**config.mk**
```make
export PLATFORM = sky130hd
export DESIGN_NAME = core_top
export DESIGN_NICKNAME = d
export VERILOG_FILES = /design/src/design/core_isa_pkg.sv /design/src/design/core_bus_pkg.sv /design/src/design/core_exec_if.sv /design/src/design/core_ctrl.sv /design/src/design/core_ifu.sv /design/src/design/core_decoder.sv /design/src/design/core_regfile.sv /design/src/design/core_alu.sv /design/src/design/core_lsu.sv /design/src/design/core_top.sv
export SDC_FILE = /design/constraint.sdc
export NUM_CORES = 2
export LEC_CHECK = 0
export BUFFER_PORTS_ARGS = -buffer_cell sky130_fd_sc_hd__buf_2
export CORE_ASPECT_RATIO = 1.1
export CORE_MARGIN = 3
export CORE_UTILIZATION = 39
export DETAILED_ROUTE_END_ITERATION = 10
export PLACE_DENSITY = 0.51
export SYNTH_ARGS = -nofsm -noshare
export SYNTH_HDL_FRONTEND = slang
export SYNTH_SLANG_ARGS = --single-unit
export TNS_END_PERCENT = 1
```
**constraint.sdc**
```tcl
create_clock -name clk -period 8.4 [get_ports clk]
set_input_delay 0 -clock clk [delete_from_list [all_inputs] [get_ports clk]]
set_output_delay 0 -clock clk [all_outputs]
set_load 0.02 [all_outputs]
```
**src/design/core_isa_pkg.sv**
```systemverilog
package core_isa_pkg;

  localparam int xlen       = 32;
  localparam int reg_addr_w = 5;
  localparam int num_regs   = 32;

  // Instruction field positions.
  localparam int opcode_w   = 7;
  localparam int rd_lsb     = 7;
  localparam int funct3_lsb = 12;
  localparam int rs1_lsb    = 15;
  localparam int rs2_lsb    = 20;
  localparam int funct7_lsb = 25;

  typedef enum logic [opcode_w-1:0] {
    opc_lui    = 7'b0110111,
    opc_auipc  = 7'b0010111,
    opc_jal    = 7'b1101111,
    opc_jalr   = 7'b1100111,
    opc_branch = 7'b1100011,
    opc_load   = 7'b0000011,
    opc_store  = 7'b0100011,
    opc_op_imm = 7'b0010011,
    opc_op     = 7'b0110011
  } opcode_e;

  // Low three bits follow funct3, top bit is funct7[5].
  typedef enum logic [3:0] {
    alu_add    = 4'b0000,
    alu_sll    = 4'b0001,
    alu_slt    = 4'b0010,
    alu_sltu   = 4'b0011,
    alu_xor    = 4'b0100,
    alu_srl    = 4'b0101,
    alu_or     = 4'b0110,
    alu_and    = 4'b0111,
    alu_sub    = 4'b1000,
    alu_sra    = 4'b1101,
    alu_pass_b = 4'b1111
  } alu_op_e;

  typedef enum logic [2:0] {
    br_eq  = 3'b000,
    br_ne  = 3'b001,
    br_lt  = 3'b100,
    br_ge  = 3'b101,
    br_ltu = 3'b110,
    br_geu = 3'b111
  } br_op_e;

  typedef enum logic [1:0] {a_rs1, a_pc} a_sel_e;
  typedef enum logic [1:0] {b_rs2, b_imm} b_sel_e;
  typedef enum logic [1:0] {wb_alu, wb_load, wb_link} wb_sel_e;

endpackage

```
**src/design/core_bus_pkg.sv**
```systemverilog
package core_bus_pkg;

  localparam int addr_w = 32;
  localparam int data_w = 32;
  localparam int be_w   = 4;

  // First fetch address.
  localparam logic [addr_w-1:0] reset_pc = '0;

  // Access size, encoded as the load and store funct3.
  typedef enum logic [2:0] {
    size_byte   = 3'b000,
    size_half   = 3'b001,
    size_word   = 3'b010,
    size_byte_u = 3'b100,
    size_half_u = 3'b101
  } mem_size_e;

endpackage

```
**src/design/core_exec_if.sv**
```systemverilog
interface core_exec_if
  import core_isa_pkg::*, core_bus_pkg::*;
();

  alu_op_e                 alu_op;
  a_sel_e                  a_sel;
  b_sel_e                  b_sel;
  logic [xlen-1:0]         imm;
  logic [reg_addr_w-1:0]   rs1;
  logic [reg_addr_w-1:0]   rs2;
  logic [reg_addr_w-1:0]   rd;
  logic                    reg_write;
  logic                    is_branch;
  logic                    is_jal;
  logic                    is_jalr;
  br_op_e                  br_op;
  logic                    mem_read;
  logic                    mem_write;
  mem_size_e               mem_size;

  modport dec (
    output alu_op, a_sel, b_sel, imm, rs1, rs2, rd, reg_write,
           is_branch, is_jal, is_jalr, br_op, mem_read, mem_write, mem_size
  );
  modport ctrl (input rd, reg_write, is_branch, is_jal, is_jalr, mem_read, mem_write);
  modport alu (input alu_op, a_sel, b_sel, imm, br_op, is_branch, is_jal, is_jalr);
  modport lsu (input mem_read, mem_write, mem_size);

endinterface

```
**src/design/core_ctrl.sv**
```systemverilog
module core_ctrl
  import core_isa_pkg::*;
(
  input  logic         clk,
  input  logic         arst_n,
  core_exec_if.ctrl    ex,
  input  logic         fetch_done,
  input  logic         mem_done,
  output logic         fetch_start,
  output logic         mem_start,
  output logic         rf_we,
  output logic         pc_update,
  output wb_sel_e      wb_sel
);

  typedef enum logic [2:0] {
    s_idle,
    s_fetch,
    s_decode,
    s_execute,
    s_mem,
    s_writeback
  } ctrl_state_e;

  ctrl_state_e state;
  ctrl_state_e state_next;
  logic        is_mem;

  assign is_mem = ex.mem_read | ex.mem_write;

  always_ff @(posedge clk or negedge arst_n) begin
    if (!arst_n) begin
      state <= s_idle;
    end else begin
      state <= state_next;
    end
  end

  // Strobes go out one cycle ahead of the bus phase they start.
  always_comb begin
    state_next  = state;
    fetch_start = 1'b0;
    mem_start   = 1'b0;
    rf_we       = 1'b0;
    pc_update   = 1'b0;
    case (state)
      s_idle: begin
        fetch_start = 1'b1;
        state_next  = s_fetch;
      end
      s_fetch: begin
        if (fetch_done) begin
          state_next = s_decode;
        end
      end
      s_decode: state_next = s_execute;
      s_execute: begin
        if (is_mem) begin
          mem_start  = 1'b1;
          state_next = s_mem;
        end else begin
          state_next = s_writeback;
        end
      end
      s_mem: begin
        if (mem_done) begin
          state_next = s_writeback;
        end
      end
      s_writeback: begin
        rf_we       = ex.reg_write && (ex.rd != '0);
        pc_update   = 1'b1;
        fetch_start = 1'b1;
        state_next  = s_fetch;
      end
      default: state_next = s_idle;
    endcase
  end

  always_comb begin
    if (ex.is_jal || ex.is_jalr) begin
      wb_sel = wb_link;
    end else if (ex.mem_read) begin
      wb_sel = wb_load;
    end else begin
      wb_sel = wb_alu;
    end
  end

endmodule

```
**src/design/core_ifu.sv**
```systemverilog
module core_ifu
  import core_bus_pkg::*;
(
  input  logic              clk,
  input  logic              arst_n,
  input  logic              fetch_start,
  input  logic              pc_update,
  input  logic              take_branch,
  input  logic [addr_w-1:0] target,
  output logic [addr_w-1:0] pc,
  output logic [data_w-1:0] instr,
  output logic              fetch_done,
  output logic [addr_w-1:0] istr_address,
  output logic              istr_read,
  input  logic [data_w-1:0] istr_readdata,
  input  logic              istr_waitrequest
);

  assign istr_address = pc;
  assign fetch_done   = istr_read & ~istr_waitrequest;

  always_ff @(posedge clk or negedge arst_n) begin
    if (!arst_n) begin
      pc        <= reset_pc;
      istr_read <= 1'b0;
    end else begin
      if (pc_update) begin
        pc <= take_branch ? target : pc + addr_w'(4);
      end
      // Read stays up until the bus accepts it.
      if (fetch_start) begin
        istr_read <= 1'b1;
      end else if (fetch_done) begin
        istr_read <= 1'b0;
      end
    end
  end

  always_ff @(posedge clk) begin
    if (fetch_done) begin
      instr <= istr_readdata;
    end
  end

endmodule

```
**src/design/core_decoder.sv**
```systemverilog
module core_decoder
  import core_isa_pkg::*, core_bus_pkg::*;
(
  input  logic [data_w-1:0] instr,
  core_exec_if.dec          ex
);

  opcode_e         opcode;
  logic [2:0]      funct3;
  logic            sub_bit;
  logic [xlen-1:0] imm_i;
  logic [xlen-1:0] imm_s;
  logic [xlen-1:0] imm_b;
  logic [xlen-1:0] imm_u;
  logic [xlen-1:0] imm_j;

  assign opcode = opcode_e'(instr[opcode_w-1:0]);
  assign funct3 = instr[funct3_lsb +: 3];

  assign imm_i = {{20{instr[31]}}, instr[31:20]};
  assign imm_s = {{20{instr[31]}}, instr[31:25], instr[11:7]};
  assign imm_b = {{19{instr[31]}}, instr[31], instr[7], instr[30:25], instr[11:8], 1'b0};
  assign imm_u = {instr[31:12], 12'b0};
  assign imm_j = {{11{instr[31]}}, instr[31], instr[19:12], instr[20], instr[30:21], 1'b0};

  // Only SUB and SRA/SRAI use funct7[5].
  assign sub_bit = instr[funct7_lsb + 5] &&
                   ((funct3 == 3'b101) || (opcode == opc_op && funct3 == 3'b000));

  assign ex.rs1      = instr[rs1_lsb +: reg_addr_w];
  assign ex.rs2      = instr[rs2_lsb +: reg_addr_w];
  assign ex.rd       = instr[rd_lsb +: reg_addr_w];
  assign ex.br_op    = br_op_e'(funct3);
  assign ex.mem_size = mem_size_e'(funct3);

  always_comb begin
    ex.alu_op    = alu_add;
    ex.a_sel     = a_rs1;
    ex.b_sel     = b_imm;
    ex.imm       = imm_i;
    ex.reg_write = 1'b0;
    ex.is_branch = 1'b0;
    ex.is_jal    = 1'b0;
    ex.is_jalr   = 1'b0;
    ex.mem_read  = 1'b0;
    ex.mem_write = 1'b0;
    case (opcode)
      opc_lui: begin
        ex.alu_op    = alu_pass_b;
        ex.imm       = imm_u;
        ex.reg_write = 1'b1;
      end
      opc_auipc: begin
        ex.a_sel     = a_pc;
        ex.imm       = imm_u;
        ex.reg_write = 1'b1;
      end
      opc_jal: begin
        ex.a_sel     = a_pc;
        ex.imm       = imm_j;
        ex.reg_write = 1'b1;
        ex.is_jal    = 1'b1;
      end
      opc_jalr: begin
        ex.reg_write = 1'b1;
        ex.is_jalr   = 1'b1;
      end
      // ALU forms the target, the compare runs beside it.
      opc_branch: begin
        ex.a_sel     = a_pc;
        ex.imm       = imm_b;
        ex.is_branch = 1'b1;
      end
      opc_load: begin
        ex.reg_write = 1'b1;
        ex.mem_read  = 1'b1;
      end
      opc_store: begin
        ex.imm       = imm_s;
        ex.mem_write = 1'b1;
      end
      opc_op_imm: begin
        ex.alu_op    = alu_op_e'({sub_bit, funct3});
        ex.reg_write = 1'b1;
      end
      opc_op: begin
        ex.alu_op    = alu_op_e'({sub_bit, funct3});
        ex.b_sel     = b_rs2;
        ex.reg_write = 1'b1;
      end
      default: ;
    endcase
  end

endmodule

```
**src/design/core_regfile.sv**
```systemverilog
module core_regfile
  import core_isa_pkg::*;
(
  input  logic                  clk,
  input  logic                  arst_n,
  input  logic [reg_addr_w-1:0] rs1,
  input  logic [reg_addr_w-1:0] rs2,
  output logic [xlen-1:0]       rs1_data,
  output logic [xlen-1:0]       rs2_data,
  input  logic                  we,
  input  logic [reg_addr_w-1:0] rd,
  input  logic [xlen-1:0]       wdata
);

  // No storage behind x0.
  logic [xlen-1:0] regs [1:num_regs-1];

  assign rs1_data = (rs1 == '0) ? '0 : regs[rs1];
  assign rs2_data = (rs2 == '0) ? '0 : regs[rs2];

  always_ff @(posedge clk or negedge arst_n) begin
    if (!arst_n) begin
      for (int i = 1; i < num_regs; i++) begin
        regs[i] <= '0;
      end
    end else if (we && (rd != '0)) begin
      regs[rd] <= wdata;
    end
  end

endmodule

```
**src/design/core_alu.sv**
```systemverilog
module core_alu
  import core_isa_pkg::*, core_bus_pkg::*;
(
  core_exec_if.alu          ex,
  input  logic [addr_w-1:0] pc,
  input  logic [xlen-1:0]   rs1_data,
  input  logic [xlen-1:0]   rs2_data,
  output logic [xlen-1:0]   result,
  output logic              take_branch
);

  logic [xlen-1:0] op_a;
  logic [xlen-1:0] op_b;
  logic [4:0]      shamt;
  logic            cond;

  assign op_a  = (ex.a_sel == a_pc) ? pc : rs1_data;
  assign op_b  = (ex.b_sel == b_imm) ? ex.imm : rs2_data;
  assign shamt = op_b[4:0];

  always_comb begin
    case (ex.alu_op)
      alu_sub:    result = op_a - op_b;
      alu_sll:    result = op_a << shamt;
      alu_slt:    result = {{(xlen-1){1'b0}}, $signed(op_a) < $signed(op_b)};
      alu_sltu:   result = {{(xlen-1){1'b0}}, op_a < op_b};
      alu_xor:    result = op_a ^ op_b;
      alu_srl:    result = op_a >> shamt;
      alu_sra:    result = $signed(op_a) >>> shamt;
      alu_or:     result = op_a | op_b;
      alu_and:    result = op_a & op_b;
      alu_pass_b: result = op_b;
      default:    result = op_a + op_b;
    endcase
    // JALR target has bit 0 cleared.
    if (ex.is_jalr) begin
      result[0] = 1'b0;
    end
  end

  always_comb begin
    case (ex.br_op)
      br_eq:   cond = rs1_data == rs2_data;
      br_ne:   cond = rs1_data != rs2_data;
      br_lt:   cond = $signed(rs1_data) < $signed(rs2_data);
      br_ge:   cond = $signed(rs1_data) >= $signed(rs2_data);
      br_ltu:  cond = rs1_data < rs2_data;
      br_geu:  cond = rs1_data >= rs2_data;
      default: cond = 1'b0;
    endcase
  end

  assign take_branch = ex.is_jal | ex.is_jalr | (ex.is_branch & cond);

endmodule

```
**src/design/core_lsu.sv**
```systemverilog
module core_lsu
  import core_bus_pkg::*;
(
  input  logic              clk,
  input  logic              arst_n,
  core_exec_if.lsu          ex,
  input  logic              mem_start,
  input  logic [addr_w-1:0] addr,
  input  logic [data_w-1:0] store_data,
  output logic [data_w-1:0] load_data,
  output logic              mem_done,
  output logic [addr_w-1:0] data_address,
  output logic              data_read,
  output logic              data_write,
  output logic [data_w-1:0] data_writedata,
  output logic [be_w-1:0]   data_byteenable,
  input  logic [data_w-1:0] data_readdata,
  input  logic              data_waitrequest
);

  logic [1:0]        offset;
  logic [1:0]        offset_q;
  logic [data_w-1:0] lanes;
  logic [be_w-1:0]   be;
  logic [data_w-1:0] rd_shift;
  logic [data_w-1:0] rd_ext;

  assign mem_done = (data_read | data_write) & ~data_waitrequest;

  // Misaligned halfwords and words fall back to the aligned lanes.
  always_comb begin
    case (ex.mem_size)
      size_byte, size_byte_u: begin
        offset = addr[1:0];
        lanes  = {4{store_data[7:0]}};
        be     = 4'b0001 << offset;
      end
      size_half, size_half_u: begin
        offset = {addr[1], 1'b0};
        lanes  = {2{store_data[15:0]}};
        be     = 4'b0011 << offset;
      end
      default: begin
        offset = 2'b00;
        lanes  = store_data;
        be     = 4'b1111;
      end
    endcase
  end

  assign rd_shift = data_readdata >> {offset_q, 3'b000};

  always_comb begin
    case (ex.mem_size)
      size_byte:   rd_ext = {{24{rd_shift[7]}}, rd_shift[7:0]};
      size_byte_u: rd_ext = {24'b0, rd_shift[7:0]};
      size_half:   rd_ext = {{16{rd_shift[15]}}, rd_shift[15:0]};
      size_half_u: rd_ext = {16'b0, rd_shift[15:0]};
      default:     rd_ext = rd_shift;
    endcase
  end

  always_ff @(posedge clk or negedge arst_n) begin
    if (!arst_n) begin
      data_read  <= 1'b0;
      data_write <= 1'b0;
    end else if (mem_start) begin
      data_read  <= ex.mem_read;
      data_write <= ex.mem_write;
    end else if (mem_done) begin
      data_read  <= 1'b0;
      data_write <= 1'b0;
    end
  end

  always_ff @(posedge clk) begin
    if (mem_start) begin
      data_address    <= {addr[addr_w-1:2], 2'b00};
      data_writedata  <= lanes;
      data_byteenable <= ex.mem_read ? 4'b1111 : be;
      offset_q        <= offset;
    end
    if (mem_done && data_read) begin
      load_data <= rd_ext;
    end
  end

endmodule

```
**src/design/core_top.sv**
```systemverilog
module core_top
  import core_isa_pkg::*, core_bus_pkg::*;
(
  input  logic              clk,
  input  logic              arst_n,
  output logic [addr_w-1:0] istr_address,
  output logic              istr_read,
  input  logic [data_w-1:0] istr_readdata,
  input  logic              istr_waitrequest,
  output logic [addr_w-1:0] data_address,
  output logic              data_read,
  output logic              data_write,
  output logic [data_w-1:0] data_writedata,
  output logic [be_w-1:0]   data_byteenable,
  input  logic [data_w-1:0] data_readdata,
  input  logic              data_waitrequest
);

  logic              ctl_fetch_start;
  logic              ctl_fetch_done;
  logic              ctl_mem_start;
  logic              ctl_mem_done;
  logic              ctl_pc_update;
  wb_sel_e           ctl_wb_sel;

  logic [addr_w-1:0] if_pc;
  logic [data_w-1:0] if_instr;

  logic [xlen-1:0]   ex_rs1_data;
  logic [xlen-1:0]   ex_rs2_data;
  logic [xlen-1:0]   ex_result;
  logic              ex_take_branch;

  logic [data_w-1:0] mem_load_data;

  logic              wb_we;
  logic [xlen-1:0]   wb_data;

  core_exec_if ex ();

  core_ctrl u_ctrl (
    .clk         (clk),
    .arst_n      (arst_n),
    .ex          (ex.ctrl),
    .fetch_done  (ctl_fetch_done),
    .mem_done    (ctl_mem_done),
    .fetch_start (ctl_fetch_start),
    .mem_start   (ctl_mem_start),
    .rf_we       (wb_we),
    .pc_update   (ctl_pc_update),
    .wb_sel      (ctl_wb_sel)
  );

  core_ifu u_ifu (
    .clk              (clk),
    .arst_n           (arst_n),
    .fetch_start      (ctl_fetch_start),
    .pc_update        (ctl_pc_update),
    .take_branch      (ex_take_branch),
    .target           (ex_result),
    .pc               (if_pc),
    .instr            (if_instr),
    .fetch_done       (ctl_fetch_done),
    .istr_address     (istr_address),
    .istr_read        (istr_read),
    .istr_readdata    (istr_readdata),
    .istr_waitrequest (istr_waitrequest)
  );

  core_decoder u_decoder (
    .instr (if_instr),
    .ex    (ex.dec)
  );

  core_regfile u_regfile (
    .clk      (clk),
    .arst_n   (arst_n),
    .rs1      (ex.rs1),
    .rs2      (ex.rs2),
    .rs1_data (ex_rs1_data),
    .rs2_data (ex_rs2_data),
    .we       (wb_we),
    .rd       (ex.rd),
    .wdata    (wb_data)
  );

  core_alu u_alu (
    .ex          (ex.alu),
    .pc          (if_pc),
    .rs1_data    (ex_rs1_data),
    .rs2_data    (ex_rs2_data),
    .result      (ex_result),
    .take_branch (ex_take_branch)
  );

  core_lsu u_lsu (
    .clk              (clk),
    .arst_n           (arst_n),
    .ex               (ex.lsu),
    .mem_start        (ctl_mem_start),
    .addr             (ex_result),
    .store_data       (ex_rs2_data),
    .load_data        (mem_load_data),
    .mem_done         (ctl_mem_done),
    .data_address     (data_address),
    .data_read        (data_read),
    .data_write       (data_write),
    .data_writedata   (data_writedata),
    .data_byteenable  (data_byteenable),
    .data_readdata    (data_readdata),
    .data_waitrequest (data_waitrequest)
  );

  // Link value is the pc of the jump plus four.
  always_comb begin
    case (ctl_wb_sel)
      wb_load: wb_data = mem_load_data;
      wb_link: wb_data = if_pc + addr_w'(4);
      default: wb_data = ex_result;
    endcase
  end

endmodule

```
==> summary.md <==
| Metric | Value |
|---|---|
| Async S/R FF share, synth | `0.886` |
| Setup violators final | `0` |
| CTS Buf Count | `135` |
| Critical Path RT | `9.09 ns` |
| Rows | `164` |
| Wire per inst | `36.8 um` |
| RSZ-0062 raised after global routing | `no` |
| Syn_area_per_cell | `10.1 um2` |
| Crit path max fanout | `33` |
| Crit path from | `u_ifu.instr[17]$_DFFE_PP_` |
| Initial core utilization | `0.394` |
| Primary FF master, synth | `dfrtp_1` |
| Initial antenna violation count | `11` |
| Post-synthesis instance area | `71,700 um2` |
| Clock Path Buffers | `3` |
| GR Util met3 | `0.0668` |
| Htree depth | `4` |
| # resized after CTS | `0` |
| Global-route wire length before repair | `501 mm` |
| Synthesis-to-finish area growth | `15.6%` |
| HP Start | `istr_readdata[15]` |
| Full die area | `189,000 um2` |
| Yosys warns | `0` |
| Worst-case clock skew | `0.0450 ns` |
| Clk sinks | `1,162` |
| Routing usage on met1 | `0.468` |
| Setup TNS | `0 ns` |
| Final Hold Vio Count | `0` |
| Post-Syn Instances | `7,091` |
| Die width | `415 um` |
| CP startpoint kind | `flip-flop` |
| Clock Pin Slew Worst Setup and Hold Paths | `0.07 ns` |
| CTS tree | `yes` |
| Pwr/cell area | `278 nW/um2` |
| Placed insts | `9,436` |
| Status | `finished, violations left` |
| Failing checks | `capacitance limit, slew limit` |
| Crit Path Category | `reg2reg` |
| Worst-Margin Slew | `1.58 ns` |
| Max VDD drop | `0.235 mV` |
| DP HPWL | `256 mm` |
| Max Fclk | `123 MHz` |
| Maximum Capacitance Violations | `1` |
| Slew Viols, Final | `2` |
| GRT Util Overall | `0.374` |
| GP Congestion | `1.06` |
| Core Footprint | `182,000 um2` |
| Reg2reg start | `u_ifu.instr[17]$_DFFE_PP_` |
| Fillers | `17,300` |
| GR Layer Usage met2 | `0.592` |
| Largest net degree at the start of global routing | `157` |
| Root buf cell | `clkbuf_16` |
| Setup crit end kind | `flip-flop` |
| Minimum clock period | `8.13 ns` |
| Pleak | `0.0364 uW` |
| Period utilization | `0.968` |
| EDFF count, synth | `132` |
| Vias/cell | `6.46` |
| Fin cells | `9,800` |
| Post-DRT Antenna Nets | `0` |
| Overflow after GRT | `0` |
| DR vias | `63,300` |
| Worst-Skew Late Latency | `0.84 ns` |
| Initial DRC count | `6,927` |
| Slew headroom | `-0.0654` |
| Sequential share of the synthesized area | `0.415` |
| Top Usage Layer GRT | `met2` |
| Netlist cell types | `103` |
| Vias in the first global route | `61,800` |
| Die Y | `456 um` |
| Arrival @ worst endpoint | `8.82 ns` |
| PortBufs | `168` |
| Hold Crit Class | `in2reg` |
| Final worst setup slack | `0.267 ns` |
| Ports | `171` |
| Drt first pass iters | `8` |
| Placement Setup Slack | `0.669 ns` |
| DRC Markers | `0` |
| Post-synthesis register bit count | `1,162` |
| Layout cells sized above 1 | `0.216` |
| Total wire length | `361 mm` |
| Fin nets | `7,476` |
cells in the mapped netlist, types with 18 or more instances:
cell type  number  share of area
a211oi_1      102          0.011
a21o_1         53         0.0055
a21oi_1       814          0.057
a221o_1        39         0.0054
a221oi_1       55         0.0067
a22o_1         38         0.0046
a22oi_1       200          0.021
a31oi_1       115          0.010
and2_1         38         0.0033
buf_1          50         0.0026
buf_2         142         0.0099
buf_4          46         0.0048
clkbuf_1      396          0.021
dfrtp_1      1030           0.36
edfxtp_1      132          0.055
ha_1          130          0.023
inv_1         122         0.0064
mux2_2        353          0.055
mux2i_1       537          0.075
mux4_2        294          0.092
nand2_1       419          0.022
nand2b_1       26         0.0023
nand3_1        95         0.0066
nand4_1        36         0.0031
nor2_1        850          0.044
nor2b_1        40         0.0035
nor3_1         75         0.0052
nor4_1         36         0.0031
o2111ai_1      18         0.0022
o211ai_1       46         0.0048
o21a_1         29         0.0030
o21ai_0       293          0.020
o21bai_1       24         0.0025
o22ai_1        31         0.0027
o31ai_1        30         0.0031
or3_1          23         0.0020
xnor2_1        26         0.0032
xor2_1         21         0.0026
state kept, by name, indices dropped and copies added (netlist names):
| name | count |
|---|---|
| u_ifu.instr | 32 |
| u_lsu.data_byteenable | 4 |
| u_lsu.data_read | 1 |
| u_lsu.load_data | 32 |
| u_regfile.regs | 992 |
| u_ifu.istr_read | 1 |
| u_lsu.offset_q | 2 |
| u_lsu.data_write | 1 |
| u_lsu.data_address | 30 |
| u_lsu.data_writedata | 32 |
| u_ifu.istr_address | 32 |
| u_ctrl.state | 3 |
stage by stage:
stage / total power [uW] / hold WS [ns] / util / instance area, um2
finish: 23000 / 0.0477 / 0.455 / 82900
CTS: 22800 / 0.00375 / 0.455 / 82900
detailed placement: 16500 / 0.0552 / 0.423 / 77100
global route: 23600 / 0.0300 / 0.455 / 82900
floorplan: 11400 / -0.296 / - / 71700
global placement: 16600 / 0.0623 / 0.423 / 77100
worst max-delay path: stages, from the launching register on:
cell and delay [ns]:
edfxtp_1 0.58, buf_12 0.29, buf_4 0.24, and2_1 0.45
buf_4 0.34, a22oi_1 0.22, a21oi_1 0.21, nor4_1 1.29
buf_4 0.38, a22o_1 0.36, ha_1 0.31, buf_4 0.17
nand2_1 0.12, o21a_1 0.12, o31ai_1 0.10, a221o_1 0.33
a41oi_1 0.17, buf_4 0.18, o21ai_0 0.14, nand3b_1 0.24
nand3_1 0.22, a222oi_1 0.57, buf_4 0.32, nor2_1 0.06
o21ai_0 0.37, buf_4 0.18
metal layers:
layer  wire length [um]  vias to the layer above
met5                 26                        -
met4              29900                        4
met2             165000                     3178
met3              26300                      836
li1                   -                    26800
met1             140000                    32500
power by group:
| group | switching (uW) | internal, uW |
|---|---|---|
| combinational | 7360 | 3080 |
| clock | 2610 | 3620 |
| sequential | 377 | 5990 |
cells in the final DEF (no fill, tap or decap), types with 31 or more instances in the layout:
master | netlist | layout
nor2_1 | 850 | 810
mux2_2 | 353 | 353
o211ai_1 | 46 | 46
a221o_1 | 39 | 39
nand4_1 | 36 | 36
dlygate4sd3_1 | 0 | 108
and2_1 | 38 | 38
a211oi_1 | 102 | 100
o21ai_0 | 293 | 290
clkbuf_16 | 0 | 138
mux4_2 | 294 | 294
mux2i_1 | 537 | 536
a22oi_1 | 200 | 197
a21oi_1 | 814 | 807
a221oi_1 | 55 | 47
inv_1 | 122 | 120
buf_4 | 46 | 371
a31oi_1 | 115 | 115
buf_2 | 142 | 167
dfrtp_1 | 1030 | 1030
a22o_1 | 38 | 38
buf_12 | 0 | 46
nand3_1 | 95 | 95
nor3_1 | 75 | 70
nor2_4 | 0 | 37
ha_1 | 130 | 130
edfxtp_1 | 132 | 132
nor4_1 | 36 | 33
o22ai_1 | 31 | 31
nand2_1 | 419 | 419
a21o_1 | 53 | 52
cell families (layout without fill, tap and decap cells):
| logic type | Yosys count | after routing | share of synthesized area |
|---|---|---|---|
| adder cells (fa/ha/maj) | 132 | 132 | 0.0232 |
| AO/OA/AOI/OAI | 2068 | 2068 | 0.182 |
| other | 1 | 9 | 0.0000523 |
| XOR/XNOR | 47 | 47 | 0.00574 |
| buffers and inverters | 777 | 1071 | 0.0470 |
| flip-flops | 1162 | 1162 | 0.415 |
| AND/OR/NAND/NOR | 1717 | 1717 | 0.104 |
| multiplexers | 1187 | 1187 | 0.223 |
final cells by class:
class | count | area (um2) | area share
clock buffers | 192 | 3910 | 0.0471
diodes | 7 | 17.5 | 0.000211
repair buffers | 695 | 5680 | 0.0685
well taps | 2407 | 3010 | 0.0363
inverters | 129 | 487 | 0.00587
multi-input cells | 5153 | 39300 | 0.474
clock inverters | 55 | 734 | 0.00886
flip-flops and latches | 1162 | 29700 | 0.359
worst paths after layout:
kind / cells past startpoint / slack, ns / endpoint
worst max-delay path: 25 / 0.27 / u_lsu.data_byteenable[1]$_SDFFCE_PN1P_
worst min-delay path: 2 / 0.05 / u_ifu.instr[15]$_DFFE_PP_
worst max register to register: 25 / 0.27 / u_lsu.data_byteenable[1]$_SDFFCE_PN1P_
worst min register to register: 2 / 0.50 / u_regfile.regs[702]$_DFFE_PN0P_
max in group asynchronous: 5 / 6.10 / u_regfile.regs[832]$_DFFE_PN0P_
min in group asynchronous: 4 / 0.45 / u_ifu.istr_read$_DFFE_PN0P_
timing repair:
action / 4_1_cts / 5_1_grt
hold buffers: 109 / 0
hold endpoints to repair: 284 / 0
setup buffers: 0 / 0
Power figures use the tool's default switching activity.
